`config.mk`:
```
export PLATFORM = sky130hd
export DESIGN_NAME = fft4_ctrl_flat
export DESIGN_NICKNAME = d
export VERILOG_FILES = /design/src/rtl/fft4_pkg.sv /design/src/rtl/butterfly_if.sv /design/src/rtl/fft4_ctrl.sv /design/src/flat_wrapper.sv
export SDC_FILE = /design/constraint.sdc
export NUM_CORES = 1
export LEC_CHECK = 0
export BUFFER_PORTS_ARGS = -buffer_cell sky130_fd_sc_hd__buf_2
export CAP_MARGIN = 30
export CORE_AREA = 2 2 202 204
export CTS_CLUSTER_DIAMETER = 50
export CTS_CLUSTER_SIZE = 30
export DETAILED_ROUTE_END_ITERATION = 12
export DIE_AREA = 0 0 204 206
export HOLD_SLACK_MARGIN = 0.08
export REMOVE_ABC_BUFFERS = 1
export SLEW_MARGIN = 20
export SYNTH_ARGS = -nofsm -noshare
export SYNTH_HDL_FRONTEND = slang
export SYNTH_SLANG_ARGS = --single-unit
export TNS_END_PERCENT = 1
```
`constraint.sdc`:
```
create_clock -name clk -period 3.85 [get_ports clk]
set_input_delay 0.5775 -clock clk [delete_from_list [all_inputs] [get_ports clk]]
set_output_delay 0.5775 -clock clk [all_outputs]
set_load 0.05 [all_outputs]
```
`src/rtl/fft4_pkg.sv`:
```
package fft4_pkg;

    // one real or imaginary component
    localparam int COMP_W = 16;

    // packed complex sample, real half on top
    localparam int SAMPLE_W = 2 * COMP_W;

    // signed Q1.15 component
    typedef logic signed [COMP_W-1:0] comp_t;

    // one guard bit so a sum or difference of two components never wraps
    typedef logic signed [COMP_W:0] wide_t;

    // real part in bits 31..16, imaginary part in bits 15..0
    typedef logic [SAMPLE_W-1:0] sample_t;

    // twiddle select for the 4-point transform
    typedef logic [0:0] twiddle_t;

    localparam twiddle_t TW_ONE     = 1'b0;
    localparam twiddle_t TW_MINUS_J = 1'b1;

    // controller sequence
    typedef enum logic [1:0] {
        IDLE    = 2'd0,
        STAGE_1 = 2'd1,
        STAGE_2 = 2'd2,
        DONE    = 2'd3
    } fft_state_t;

endpackage
```
`src/rtl/butterfly_if.sv`:
```
`timescale 1ns/1ps

interface butterfly_if import fft4_pkg::*; ();

    // operands and twiddle select
    sample_t  a;
    sample_t  b;
    twiddle_t tw;

    // results, valid in the same cycle as the operands
    sample_t  sum;
    sample_t  diff;

    modport ctrl (
        output a,
        output b,
        output tw,
        input  sum,
        input  diff
    );

    modport unit (
        input  a,
        input  b,
        input  tw,
        output sum,
        output diff
    );

endinterface

```
`src/rtl/fft4_ctrl.sv`:
```
`timescale 1ns/1ps

module fft4_ctrl import fft4_pkg::*; (
    input  logic             clk,
    input  logic             rst_n,
    input  logic             start,
    input  sample_t          in0,
    input  sample_t          in1,
    input  sample_t          in2,
    input  sample_t          in3,
    output sample_t          out0,
    output sample_t          out1,
    output sample_t          out2,
    output sample_t          out3,
    output logic             done,
    butterfly_if.ctrl        bf0,
    butterfly_if.ctrl        bf1
);

    fft_state_t state;
    fft_state_t state_next;

    // operand registers feeding the two butterflies
    sample_t  a0_q;
    sample_t  b0_q;
    twiddle_t tw0_q;
    sample_t  a1_q;
    sample_t  b1_q;
    twiddle_t tw1_q;

    always_ff @(posedge clk) begin
        if (!rst_n) begin
            state <= IDLE;
        end else begin
            state <= state_next;
        end
    end

    always_comb begin
        state_next = state;
        case (state)
            IDLE: begin
                if (start) begin
                    state_next = STAGE_1;
                end
            end
            STAGE_1: begin
                state_next = STAGE_2;
            end
            STAGE_2: begin
                state_next = DONE;
            end
            DONE: begin
                // hold the result until the source drops start
                if (!start) begin
                    state_next = IDLE;
                end
            end
        endcase
    end

    always_ff @(posedge clk) begin
        case (state)
            STAGE_1: begin
                // first stage pairs x0/x2 and x1/x3
                a0_q  <= in0;
                b0_q  <= in2;
                tw0_q <= TW_ONE;
                a1_q  <= in1;
                b1_q  <= in3;
                tw1_q <= TW_ONE;
            end
            STAGE_2: begin
                // sums combine with 1, differences with -j
                a0_q  <= bf0.sum;
                b0_q  <= bf1.sum;
                tw0_q <= TW_ONE;
                a1_q  <= bf0.diff;
                b1_q  <= bf1.diff;
                tw1_q <= TW_MINUS_J;
            end
            default: begin
                a0_q  <= a0_q;
                b0_q  <= b0_q;
                tw0_q <= tw0_q;
                a1_q  <= a1_q;
                b1_q  <= b1_q;
                tw1_q <= tw1_q;
            end
        endcase
    end

    assign bf0.a  = a0_q;
    assign bf0.b  = b0_q;
    assign bf0.tw = tw0_q;
    assign bf1.a  = a1_q;
    assign bf1.b  = b1_q;
    assign bf1.tw = tw1_q;

    always_ff @(posedge clk) begin
        if (!rst_n) begin
            done <= 1'b0;
            out0 <= '0;
            out1 <= '0;
            out2 <= '0;
            out3 <= '0;
        end else begin
            case (state)
                IDLE: begin
                    done <= 1'b0;
                    out0 <= '0;
                    out1 <= '0;
                    out2 <= '0;
                    out3 <= '0;
                end
                DONE: begin
                    // natural order X0..X3
                    done <= 1'b1;
                    out0 <= bf0.sum;
                    out1 <= bf1.sum;
                    out2 <= bf0.diff;
                    out3 <= bf1.diff;
                end
                default: begin
                    done <= done;
                    out0 <= out0;
                    out1 <= out1;
                    out2 <= out2;
                    out3 <= out3;
                end
            endcase
        end
    end

    // done only follows a cycle spent in DONE
    done_after_done_state: assert property (
        @(posedge clk) disable iff (!rst_n)
        done |-> ($past(state) == DONE)
    ) else $error("done high without DONE state in previous cycle");

    // start taken in IDLE at E0, done set at E0+3,
    // seen high at the edge after that
    done_rise_latency: assert property (
        @(posedge clk) disable iff (!rst_n)
        $rose(done) |-> $past(start && (state == IDLE), 4)
    ) else $error("done rose without start in IDLE three cycles earlier");

    // synchronous reset clears done
    done_low_after_reset: assert property (
        @(posedge clk)
        !rst_n |=> !done
    ) else $error("done high in the cycle after reset");

endmodule

```
`src/flat_wrapper.sv`:
```
// flat-port wrapper written by rule: the top's interface ports become plain ports
module fft4_ctrl_flat import fft4_pkg::*;
  (clk, rst_n, start, in0, in1, in2, in3, out0, out1, out2, out3, done, bf0_a, bf0_b, bf0_tw, bf0_sum, bf0_diff, bf1_a, bf1_b, bf1_tw, bf1_sum, bf1_diff);
  butterfly_if bf0_i ();
  butterfly_if bf1_i ();
  input  logic clk;
  input  logic rst_n;
  input  logic start;
  input  sample_t in0;
  input  sample_t in1;
  input  sample_t in2;
  input  sample_t in3;
  output sample_t out0;
  output sample_t out1;
  output sample_t out2;
  output sample_t out3;
  output logic done;
  output wire logic [$bits(bf0_i.a)-1:0] bf0_a;
  output wire logic [$bits(bf0_i.b)-1:0] bf0_b;
  output wire logic [$bits(bf0_i.tw)-1:0] bf0_tw;
  input wire logic [$bits(bf0_i.sum)-1:0] bf0_sum;
  input wire logic [$bits(bf0_i.diff)-1:0] bf0_diff;
  output wire logic [$bits(bf1_i.a)-1:0] bf1_a;
  output wire logic [$bits(bf1_i.b)-1:0] bf1_b;
  output wire logic [$bits(bf1_i.tw)-1:0] bf1_tw;
  input wire logic [$bits(bf1_i.sum)-1:0] bf1_sum;
  input wire logic [$bits(bf1_i.diff)-1:0] bf1_diff;
  assign bf0_a = bf0_i.a;
  assign bf0_b = bf0_i.b;
  assign bf0_tw = bf0_i.tw;
  assign bf0_i.sum = bf0_sum;
  assign bf0_i.diff = bf0_diff;
  assign bf1_a = bf1_i.a;
  assign bf1_b = bf1_i.b;
  assign bf1_tw = bf1_i.tw;
  assign bf1_i.sum = bf1_sum;
  assign bf1_i.diff = bf1_diff;
  fft4_ctrl u_core (.clk(clk), .rst_n(rst_n), .start(start), .in0(in0), .in1(in1), .in2(in2), .in3(in3), .out0(out0), .out1(out1), .out2(out2), .out3(out3), .done(done), .bf0(bf0_i), .bf1(bf1_i));
endmodule
```
; ---- Word-level counts from Yosys, hierarchy flattened
; Index checks and enable logic that the tools add are counted.
[classes]
eq_ne = 5
muxes = 13
n_reduce_logical = 4
[ops]
columns = cell, n
row1 = $pmux W32 S2, 8
row2 = $pmux W2 S4, 1
row3 = $eq A2 B2 Y1 const B, 2
row4 = $mux W2, 2
row5 = $ne A2 B2 Y1 const B, 2
row6 = $pmux W1 S2, 2
row7 = $reduce_bool A2 Y1, 2
row8 = $eq A2 B1 Y1 const B, 1
row9 = $logic_not A2 Y1, 1
row10 = $reduce_and A2 Y1, 1
[word_totals]
register_bits = 260
output_inout_bits = 259

; ---- Logic depth before layout (Yosys ltp)
; Gate-level depths: netlist (run 1).
[logic_depth]
depth_word = 3
mapped_depth = 7
mapped_depth_nobuf = 4

; ---- Least setup slack after synthesis (run 1)
; Ideal clock, no wire load.
[synth_timing]
path_kind = register -> register
startpoint = register u_core.state[0]
endpoint = register u_core.out2[3]
setup_ns = 0.066
t_arrival_ns = 4.164
path_slack_ns = -0.379
stages_incl_launch_ff = 8
n_path_buf = 3
period_less_slack_ns = 4.229
cell_sequence = dfxtp_1 inv_1 ha_1 buf_6 buf_12 buf_6 nand2_1 a21boi_2
[synth_via]
elab_chain_cells = 2
[synth_rtl]
columns = item, line
row1 = start: declaration, fft4_ctrl.sv:20  ; fft_state_t state;
row2 = start signal: assignment, fft4_ctrl.sv:35  ; state <= state_next;
row3 = $eq A2 B2 Y1 / $logic_not A2 Y1 (equally long branches), fft4_ctrl.sv:108  ; case (state)
row4 = $pmux W32 S2 / $reduce_bool A2 Y1 (equally long branches), n/a
row5 = end signal: assignment, fft4_ctrl.sv:121  ; out2 <= bf0.diff;
row6 = end signal: assignment, fft4_ctrl.sv:128  ; out2 <= out2;
row7 = end: declaration, fft4_ctrl.sv:13  ; output sample_t out2,
; Several ways; a longest one is shown, not always the timed one.
; A chain may end at the register's enable or synchronous reset.

; ---- Final worst setup path (run 1)
[layout_timing]
startpoint = register u_core.state[0]
endpoint = register u_core.a0_q[12], in the netlist u_core.bf0.a[12] (data pin)
[layout_via]
elab_chain_cells = 2
[layout_rtl]
columns = item, line
row1 = $eq A2 B2 Y1 / $eq A2 B1 Y1 (equally long branches), fft4_ctrl.sv:63  ; case (state)
row2 = $pmux W32 S2 (*), fft4_ctrl.sv:63
row3 = end signal: assignment, fft4_ctrl.sv:66  ; a0_q <= in0;
row4 = end signal: assignment, fft4_ctrl.sv:75  ; a0_q <= bf0.sum;
row5 = end signal: assignment, fft4_ctrl.sv:83  ; a0_q <= a0_q;
row6 = end: declaration, fft4_ctrl.sv:24  ; sample_t a0_q;
; Every way passes the cells marked *; elsewhere a longest branch is shown, timed or not.

==> results.md, run 1 <==
* Result of the run: complete, no violations
* Post-synth top area share at 0.346
* Final #Nets at 1623
* Combined area of the multi-input logic cells at 4250 um2
* Critical Path Start: u_core.state[0]
* Sum of overflow across all layers after global routing at 0
* Layout filler cell count at 3935
* Maximum number of pins on one net before global-route repair at 86
* DR pass1 iterations at 4
* Gpl congestion at 0.792
* Core area at 40200 um2
* Post-CTS Setup Inserts at 0
* Fmax at 417 MHz
* Switching share of total power at 0.439
* Cell taking the most area after synthesis: sky130_fd_sc_hd__edfxtp_1
* Slew of the pin with the lowest slew margin at 769 ps
* Worst path setup slack after routing at 1450 ps
* Global-route usage over all layers at 0.140
* Maximum capacitance violations at 0
* Wire length of the first global-routing pass at 46.1 mm
* P per Cell Area at 928 nW/um2
* Worst-path maximum fanout at 44
* Worst-case setup slack after placement at 1430 ps
* Vias per cell at 4.41
* Data required time at the worst endpoint at 4120 ps
* Area of the mapped netlist at 11200 um2
* Final setup viols at 0
* Worst min-delay path class: primary input to register
* Top area cells in the synthesized netlist: sky130_fd_sc_hd__edfxtp_1, sky130_fd_sc_hd__dfxtp_1, sky130_fd_sc_hd__mux2_2, sky130_fd_sc_hd__nand3b_1, sky130_fd_sc_hd__a21boi_2
* Master cell of the clock root buffer: sky130_fd_sc_hd__clkbuf_16
* Global-route met3 utilization at 0.0355
* Drc violations at 0
* Flops & latches, synth at 260
* Endpoint class of the critical path: register
* Switching power total at 6.30 mW
* CTS Hold Bufs at 0
* Slew HR at 0.488
* Via count of the first global-routing pass at 8190
* Count of input and output buffers at 516
* Routed length per placed instance at 16.6 um
* I/O pin count at 518
* Fin crit share at 0.623
* Count of final hold-check violations at 0
* Proportion of synthesized chip area in sequential cells at 0.580
* Storage cell area at 6500 um2
* Fin Hold WS at 330 ps
* RSZ-0062 raised after global routing: false
* Count of yosys warnings during synthesis at 0
* Post-cts sizing count at 0
* Cell variety after synth at 20
* P_leak at 6.23 nW
* HPWL after DPL at 23.0 mm
* Average cell area after synthesis at 13.0 um2
* Die span in x at 204 um
* Met1 layer usage reported by global route at 0.163
* Cell-internal power at 8.04 mW
* Maximum resistive drop on vdd at 0.000425 V
* Area of the die at 42000 um2
* Iteration-0 DRC Markers at 293
* Startpoint Class: register
* Portion of total power attributed to sequential cells at 0.303
* Most Crowded Layer GR: met2
* Category of the most critical setup path: register to register
* Initial antenna violation count at 1
* Worst clock skew on the final layout at 15.0 ps
* Num rows at 74
* Post-detailed-placement cell area at 14200 um2
* Clock transition time at the flip-flop clock pins of the worst setup and hold paths at 60 ps
* # H-tree levels at 2
* Layout cells sized above 1 at 0.568
* Post-layout total power at 14.3 mW
* Clock buffer depth at 3
* Vias post-DR at 8458
* Antenna-violating nets left at 0
* Critical Path AT at 2670 ps
* Fin. max-slew vios at 0
* TritonCTS clock tree: done
* Met2 Track Usage GR at 0.244
* Finished layout cell area at 15500 um2
* Startpoint of the worst hold path: bf1_sum[30]
* Clock insertion delay at the later pin of the skew report at 530 ps
* Routed Wire Length at 31.7 mm
* R2R Path Start: u_core.state[0]
* Share of total power in combinational logic at 0.460
* Minimum period implied by the final worst setup slack at 2400 ps
* Die H at 206 um
* Effective utilization at floorplan at 0.279
* Share of power burned in the clock network at 0.237
* Count of mapped cells out of synthesis at 860
* Total Negative Setup Slacks at 0 ps
* P&R area growth vs syn at 38.0%
* Number of clock sinks at 260
* Inserted Clock Buffers at 34
-- layer usage --
layer	vias up	wire, um
met4	0	958
met2	320	15800
li1	4076	-
met3	55	2360
met5	-	0
met1	4007	12600
-- worst max-delay path: stages (launching register included) --
cell	delay, ps
sky130_fd_sc_hd__dfxtp_1	350
sky130_fd_sc_hd__inv_1	200
sky130_fd_sc_hd__ha_4	550
sky130_fd_sc_hd__buf_4	590
sky130_fd_sc_hd__mux2_2	400
-- logic make-up after synthesis --
group                      count (synthesis)  synth area share
AOI/OAI and AO/OA                        129             0.107
adders and majority gates                  5           0.00559
buffers and inverters                     73            0.0440
DFF                                      260             0.580
muxes                                    132             0.132
other                                      1          0.000335
and+or+nand+nor                          260             0.130
-- layout by cell type, fill, tap and decap left out, types with 2 or more instances in the layout --
| master | instances |
|---|---|
| sky130_fd_sc_hd__buf_4 | 12 |
| sky130_fd_sc_hd__buf_12 | 6 |
| sky130_fd_sc_hd__inv_6 | 6 |
| sky130_fd_sc_hd__clkbuf_16 | 35 |
| sky130_fd_sc_hd__a21boi_0 | 9 |
| sky130_fd_sc_hd__ha_1 | 2 |
| sky130_fd_sc_hd__mux2i_1 | 4 |
| sky130_fd_sc_hd__clkinvlp_4 | 6 |
| sky130_fd_sc_hd__a21boi_2 | 63 |
| sky130_fd_sc_hd__ha_4 | 3 |
| sky130_fd_sc_hd__mux2_2 | 128 |
| sky130_fd_sc_hd__nand3b_1 | 128 |
| sky130_fd_sc_hd__nand2_1 | 131 |
| sky130_fd_sc_hd__bufinv_16 | 6 |
| sky130_fd_sc_hd__clkinv_1 | 2 |
| sky130_fd_sc_hd__inv_8 | 2 |
| sky130_fd_sc_hd__inv_1 | 2 |
| sky130_fd_sc_hd__a21boi_1 | 56 |
| sky130_fd_sc_hd__buf_2 | 515 |
| sky130_fd_sc_hd__dfxtp_1 | 131 |
| sky130_fd_sc_hd__edfxtp_1 | 129 |
-- state kept, by name, summed over array words and instances (netlist names) --
name / flops
u_core.out3: 32
u_core.bf1.tw: 1
u_core.bf1.b: 32
u_core.bf0.b: 32
u_core.out1: 32
u_core.out2: 32
u_core.done: 1
u_core.bf0.a: 32
u_core.out0: 32
u_core.bf1.a: 32
u_core.state: 2
-- cell usage after synthesis (all sizes together) --
master / instances
dfxtp: 131
nand2: 131
edfxtp: 129
a21boi: 128
mux2: 128
nand3b: 128
buf: 47
clkbuf: 24
ha: 5
mux2i: 4
inv: 2
conb: 1
nor2b: 1
o21ai: 1
-- power groups by stage --
stage | Clock (mW) | Sequential, mW | Combinational (mW)
after global placement | 0 | 4.39 | 6.56
after CTS | 3.50 | 4.37 | 6.62
after global routing | 3.61 | 4.42 | 6.94
final | 3.40 | 4.35 | 6.59
after detailed placement | 0 | 4.41 | 6.61
after floorplan | 0 | 4.98 | 1.07
-- metrics by stage --
stage,utilization,instances
floorplan,-,789
global placement,0.353,1854
detailed placement,0.353,1854
CTS,0.384,1915
global route,0.385,1916
finish,0.385,1917
-- final cells by class --
class	count	area share
sequential	260	0.420
multi-input combinational	527	0.275
timing repair buffer	534	0.182
clock buffer	37	0.0578
tap	532	0.0431
clock inverter	24	0.0213
inverter	2	0.000486
antenna	1	0.000162
-- path summary, 6_finish.rpt --
path	to	slack [ps]	depth (start not counted)
setup reg to reg	u_core.bf0.a[12]	1450	4
setup / recovery	u_core.bf0.a[12]	1450	4
hold reg to reg	u_core.out3[21]	460	2
hold / removal	u_core.out1[30]	330	3
No activity file was read; power rests on OpenSTA's default activity.
==> inputs of run 2 (changes only) <==
==> constraint.sdc (replaced) <==
create_clock -name clk -period 2.1 [get_ports clk]
set_input_delay 0.315 -clock clk [delete_from_list [all_inputs] [get_ports clk]]
set_output_delay 0.315 -clock clk [all_outputs]
set_load 0.05 [all_outputs]
==> run 2 against run 1 <==
Clock skew is 3.5 ps higher. Critical path depth is 2 higher. Sequential share of layout area is 6.0 points lower. Combinational power is 96% higher. Register-to-register slack worse by 1200 ps. Global-route usage is 2.0 points higher. Sequential power is 84% higher. Final cell count is 14% higher. Cell area is 17% higher. Clock power is 59% higher. Utilization is 6.4 points higher. Critical endpoint is now u_core.out1[4]. Largest power group unchanged.
==> results.md, run 2 (synthesis gave the netlist of run 1 again) <==
* Master cell of the clock root buffer: sky130_fd_sc_hd__clkbuf_16
* Via count of the first global-routing pass at 9825
* Fin. max-slew vios at 0
* Share of power burned in the clock network at 0.205
* Maximum resistive drop on vdd at 0.00101 V
* Initial antenna violation count at 1
* Sequence of cells on the critical path: inv_1 > ha_4 > buf_12 > buf_4 > nand3b_1 > a21boi_2
* Iteration-0 DRC Markers at 434
* Clock insertion delay at the later pin of the skew report at 570 ps
* Category of the most critical setup path: register to register
* Startpoint Class: register
* Stage delay of the slowest cell on the critical path at 480 ps
* Num rows at 74
* Count of input and output buffers at 516
* Reg2reg setup slack at 230 ps
* Maximum capacitance violations at 0
* HPWL after DPL at 23.3 mm
* Fmax at 536 MHz
* Switching share of total power at 0.452
* Effective utilization at floorplan at 0.279
* Slew HR at 0.659
* Gpl congestion at 0.785
* Critical-path top delay cell: sky130_fd_sc_hd__dfxtp_1
* Core area at 40200 um2
* Area of the die at 42000 um2
* Share of total power in combinational logic at 0.490
* Number of antenna repair diodes at 0
* Data required time at the worst endpoint at 2550 ps
* Layout filler cell count at 3669
* Worst-path maximum fanout at 32
* Vias post-DR at 9632
* P per Cell Area at 1460 nW/um2
* Most frequent standard cell in the layout excluding fill and tap cells: sky130_fd_sc_hd__buf_2
* Critical Path AT at 2320 ps
* Inserted Clock Buffers at 30
* Antenna-violating nets left at 0
* TritonCTS clock tree: done
* Worst min-delay path class: primary input to register
* P_leak at 7.32 nW
* Die H at 206 um
* Number of clock sinks at 260
* Die span in x at 204 um
* Final #Nets at 1892
* RSZ-0062 raised after global routing: false
* Clock transition time at the flip-flop clock pins of the worst setup and hold paths at 60 ps
* Cell-internal power at 14.4 mW
* Slew of the pin with the lowest slew margin at 512 ps
* Drc violations at 0
* P&R area growth vs syn at 61.0%
* Portion of total power attributed to sequential cells at 0.305
* I/O pin count at 518
* Final setup viols at 0
* Fin crit share at 0.888
* Routed length per placed instance at 16.6 um
* # H-tree levels at 1
* Global-route usage over all layers at 0.160
* Share of the core filled with cells in the final layout at 0.449
* Switching power total at 11.9 mW
* Maximum number of pins on one net before global-route repair at 134
* Clock buffer depth at 3
* Worst-case setup slack after placement at 246 ps
* Minimum period implied by the final worst setup slack at 1870 ps
* Most frequent cells in the layout: sky130_fd_sc_hd__buf_2, sky130_fd_sc_hd__dlygate4sd3_1, sky130_fd_sc_hd__nand2_1, sky130_fd_sc_hd__dfxtp_1, sky130_fd_sc_hd__edfxtp_1
* Worst path setup slack after routing at 235 ps
* Worst clock skew on the final layout at 18.5 ps
* Result of the run: complete, no violations
* Routed Wire Length at 36.3 mm
* Endpoint class of the critical path: register
* Wire length of the first global-routing pass at 53.2 mm
* Vias per cell at 4.41
* DR pass1 iterations at 6
* Layout cells sized above 1 at 0.485
* Count of final hold-check violations at 0
* Sum of overflow across all layers after global routing at 0
## run 2: cell types whose count changed in the layout (fill, tap and decap cells not counted), sizes merged
cell         delta
clkinvlp        -1
clkbuf          -5
buf            +17
diode           -1
dlygate4sd3   +256
clkinv          +5
inv             +1
bufinv          -5
## run 2: repair_timing
| item | in CTS | in global routing |
|---|---|---|
| resized for setup | 0 | 0 |
| setup buffers | 0 | 0 |
| endpoints found under the hold margin | 256 | 0 |
| hold buffers | 256 | 0 |
## run 2: cell type report
class | instances | area [um2] | share of cell area
sequential | 260 | 6500 | 0.360
clock inverter | 24 | 262 | 0.0145
multi-input combinational | 527 | 4250 | 0.236
tap | 532 | 666 | 0.0369
timing repair buffer | 807 | 5560 | 0.308
clock buffer | 32 | 790 | 0.0438
inverter | 2 | 7.51 | 0.000416
## run 2: path summary, 6_finish.rpt
kind	start	endpoint	cells after the start
worst max-delay path	u_core.state[1]	u_core.out1[4]	6
worst min-delay path	start	u_core.state[1]	3
worst max register to register	u_core.state[1]	u_core.out1[4]	6
worst min register to register	u_core.out3[13]	u_core.out3[13]	2
## run 2: stage by stage
| stage | cell area (um2) | TNS (ps) | cells | hold WS [ps] | total power, mW |
|---|---|---|---|---|---|
| 2_1_floorplan | 10700 | -1498790 | 789 | 443 | 8.91 |
| 3_3_place_gp | 14400 | 0 | 1872 | 442 | 20.5 |
| 3_5_place_dp | 14400 | 0 | 1872 | 447 | 20.7 |
| 4_1_cts | 18000 | 0 | 2184 | 118 | 26.5 |
| 5_1_grt | 18000 | 0 | 2184 | 154 | 27.5 |
| 6_report | 18000 | 0 | 2184 | 150 | 26.3 |
## run 2: power by group through the flow
stage	logic, mW	clock network (mW)	registers (mW)
2_1_floorplan	1.25	0	7.66
5_1_grt	13.6	5.74	8.15
6_report	12.9	5.39	8.02
3_5_place_dp	12.6	0	8.11
3_3_place_gp	12.5	0	8.08
4_1_cts	12.9	5.54	8.02
## run 2: worst max-delay path: cells and delay by family (launching register included)
kind                     cells  cell delay, ps
buffers and inverters        3             680
AO/OA/AOI/OAI                1              60
AND/OR/NAND/NOR              1             170
flip-flops                   1             480
adder cells (fa/ha/maj)      1             320
## run 2: per-layer routing
| layer | track usage | routed length [um] | vias up |
|---|---|---|---|
| li1 | - | - | 4623 |
| met1 | 0.179 | 14100 | 4496 |
| met2 | 0.287 | 18100 | 412 |
| met3 | 0.0356 | 2540 | 101 |
| met4 | 0.0792 | 1620 | 0 |
| met5 | 0 | 0 | - |
==> inputs of run 3 (changes only) <==
==> constraint.sdc (replaced) <==
create_clock -name clk -period 2.1 [get_ports clk]
set_input_delay 0.42 -clock clk [delete_from_list [all_inputs] [get_ports clk]]
set_output_delay 0.42 -clock clk [all_outputs]
set_load 0.05 [all_outputs]
==> run 3 against run 2 <==
Cell area decreased by 14%. Largest cell class unchanged. Critical endpoint is now u_core.out1[28]. Total power shrank 1.9%. Largest power group unchanged. Clock skew fell by 4.8 ps. Maximum frequency rose by 0.60%. Count of clock-buffer cells in the layout rose by 5.
==> results.md, run 3 (synthesis gave the netlist of run 1 again) <==
* Global-route usage over all layers at 0.140
* P per Cell Area at 1670 nW/um2
* Layout cells sized above 1 at 0.572
* Most frequent cells in the layout: sky130_fd_sc_hd__buf_2, sky130_fd_sc_hd__nand2_1, sky130_fd_sc_hd__dfxtp_1, sky130_fd_sc_hd__edfxtp_1
* Maximum resistive drop on vdd at 0.000855 V
* End point of the critical path: u_core.out1[28]
* Storage cell area at 6500 um2
* Share of the core filled with cells in the final layout at 0.385
* I/O pin count at 518
* Iteration-0 DRC Markers at 251
* Data required time at the worst endpoint at 2550 ps
* Post-CTS Setup Inserts at 0
* HPWL after DPL at 23.5 mm
* Fin. max-slew vios at 0
* RSZ-0062 raised after global routing: false
* Finished layout cell area at 15500 um2
* Effective utilization at floorplan at 0.279
* Startpoint of the worst hold path: bf1_sum[30]
* Area of the die at 42000 um2
* Vias post-DR at 8503
* Worst-path maximum fanout at 32
* P&R area growth vs syn at 38.2%
* Via count of the first global-routing pass at 8209
* Sum of overflow across all layers after global routing at 0
* Core area at 40200 um2
* End of the worst register-to-register path: u_core.out1[28]
* Critical Path Start: u_core.state[1]
* Total Negative Setup Slacks at 0 ps
* Clock buffer depth at 3
* Clock insertion delay at the later pin of the skew report at 570 ps
* Routed Wire Length at 31.9 mm
* Num rows at 74
* Fin crit share at 0.883
* Post-layout total power at 25.8 mW
* P_leak at 6.27 nW
* Final #Nets at 1638
* Gpl congestion at 0.787
* Worst clock skew on the final layout at 13.7 ps
* Number of antenna repair diodes at 0
* Fmax at 539 MHz
* Clock transition time at the flip-flop clock pins of the worst setup and hold paths at 70 ps
* Vias per cell at 4.40
* Combined area of the multi-input logic cells at 4250 um2
* Critical Path AT at 2310 ps
* Antenna-violating nets left at 0
* Result of the run: complete, no violations
* Routed length per placed instance at 16.5 um
* Most frequent standard cell in the layout excluding fill and tap cells: sky130_fd_sc_hd__buf_2
* Startpoint Class: register
* Endpoint class of the critical path: register
* Post-cts sizing count at 0
* Die H at 206 um
* Number of clock sinks at 260
* TritonCTS clock tree: done
* Worst min-delay path class: primary input to register
* Reg2Reg Depth at 6
* Count of final hold-check violations at 0
* DR pass1 iterations at 4
* Drc violations at 0
* Initial antenna violation count at 1
* # H-tree levels at 1
* Maximum capacitance violations at 0
* Master cell of the clock root buffer: sky130_fd_sc_hd__clkbuf_16
* CTS Hold Bufs at 0
* R2R Path Start: u_core.state[1]
* Category of the most critical setup path: register to register
* Inserted Clock Buffers at 31
* Count of input and output buffers at 516
* Die span in x at 204 um
* Post-detailed-placement cell area at 14400 um2
* Minimum period implied by the final worst setup slack at 1850 ps
* Wire length of the first global-routing pass at 46.3 mm
* Layout filler cell count at 3988
* Reg2reg setup slack at 250 ps
* Final setup viols at 0
* Maximum number of pins on one net before global-route repair at 75
==> run 3: changes by cell type in the layout (fill, tap and decap cells not counted), sizes merged <==
cell         delta
buf             +1
bufinv          +1
inv             -4
clkbuf          +5
clkinvlp        -1
dlygate4sd3   -256
clkinv          +1
==> run 3: power by group <==
| part | internal (mW) | leakage (nW) | switching (mW) |
|---|---|---|---|
| clock network | 3.12 | 0.505 | 2.25 |
| registers | 7.51 | 2.28 | 0.482 |
| logic | 3.62 | 3.48 | 8.84 |
| total | 14.2 | 6.27 | 11.6 |
==> run 3: per-layer routing <==
metal / share of wire / GRT usage / wire length, um / vias up
li1: - / - / - / 4102
met1: 0.41 / 0.170 / 12900 / 4046
met2: 0.49 / 0.242 / 15600 / 304
met3: 0.077 / 0.0367 / 2440 / 51
met4: 0.027 / 0.0419 / 871 / 0
met5: 0 / 0 / 0 / -
==> run 3: area by class of cell <==
cell class                      count  share of cell area
Sequential cell                   260               0.420
Multi-Input combinational cell    527               0.274
Timing Repair Buffer              552               0.195
Clock buffer                       37              0.0536
Tap cell                          532              0.0430
Clock inverter                     21              0.0137
Inverter                            2            0.000485
==> run 3: how the worst min path moves through the flow <==
stage	to	slack, ps	cells past startpoint
after global placement	u_core.out2[16]	440	2
after detailed placement	u_core.out3[21]	450	2
after floorplan	u_core.state[0]	470	2
after global routing	u_core.out1[29]	100	3
after CTS	u_core.out2[29]	100	3
final	u_core.out1[30]	130	3
==> run 3: through the flow <==
stage               hold WS, ps  cells  setup WS (ps)
detailed placement          446   1873            269
global route                105   1931            156
finish                      131   1931            246
global placement            442   1873            325
CTS                        95.3   1931            256
floorplan                   469    789          -4830
==> run 3: worst max-delay path, stage by stage, from the launching register on <==
cell and delay (ps):
sky130_fd_sc_hd__dfxtp_1 480, sky130_fd_sc_hd__inv_1 150, sky130_fd_sc_hd__ha_4 320, sky130_fd_sc_hd__buf_12 210, sky130_fd_sc_hd__buf_4 310, sky130_fd_sc_hd__nand3b_1 170, sky130_fd_sc_hd__a21boi_2 60
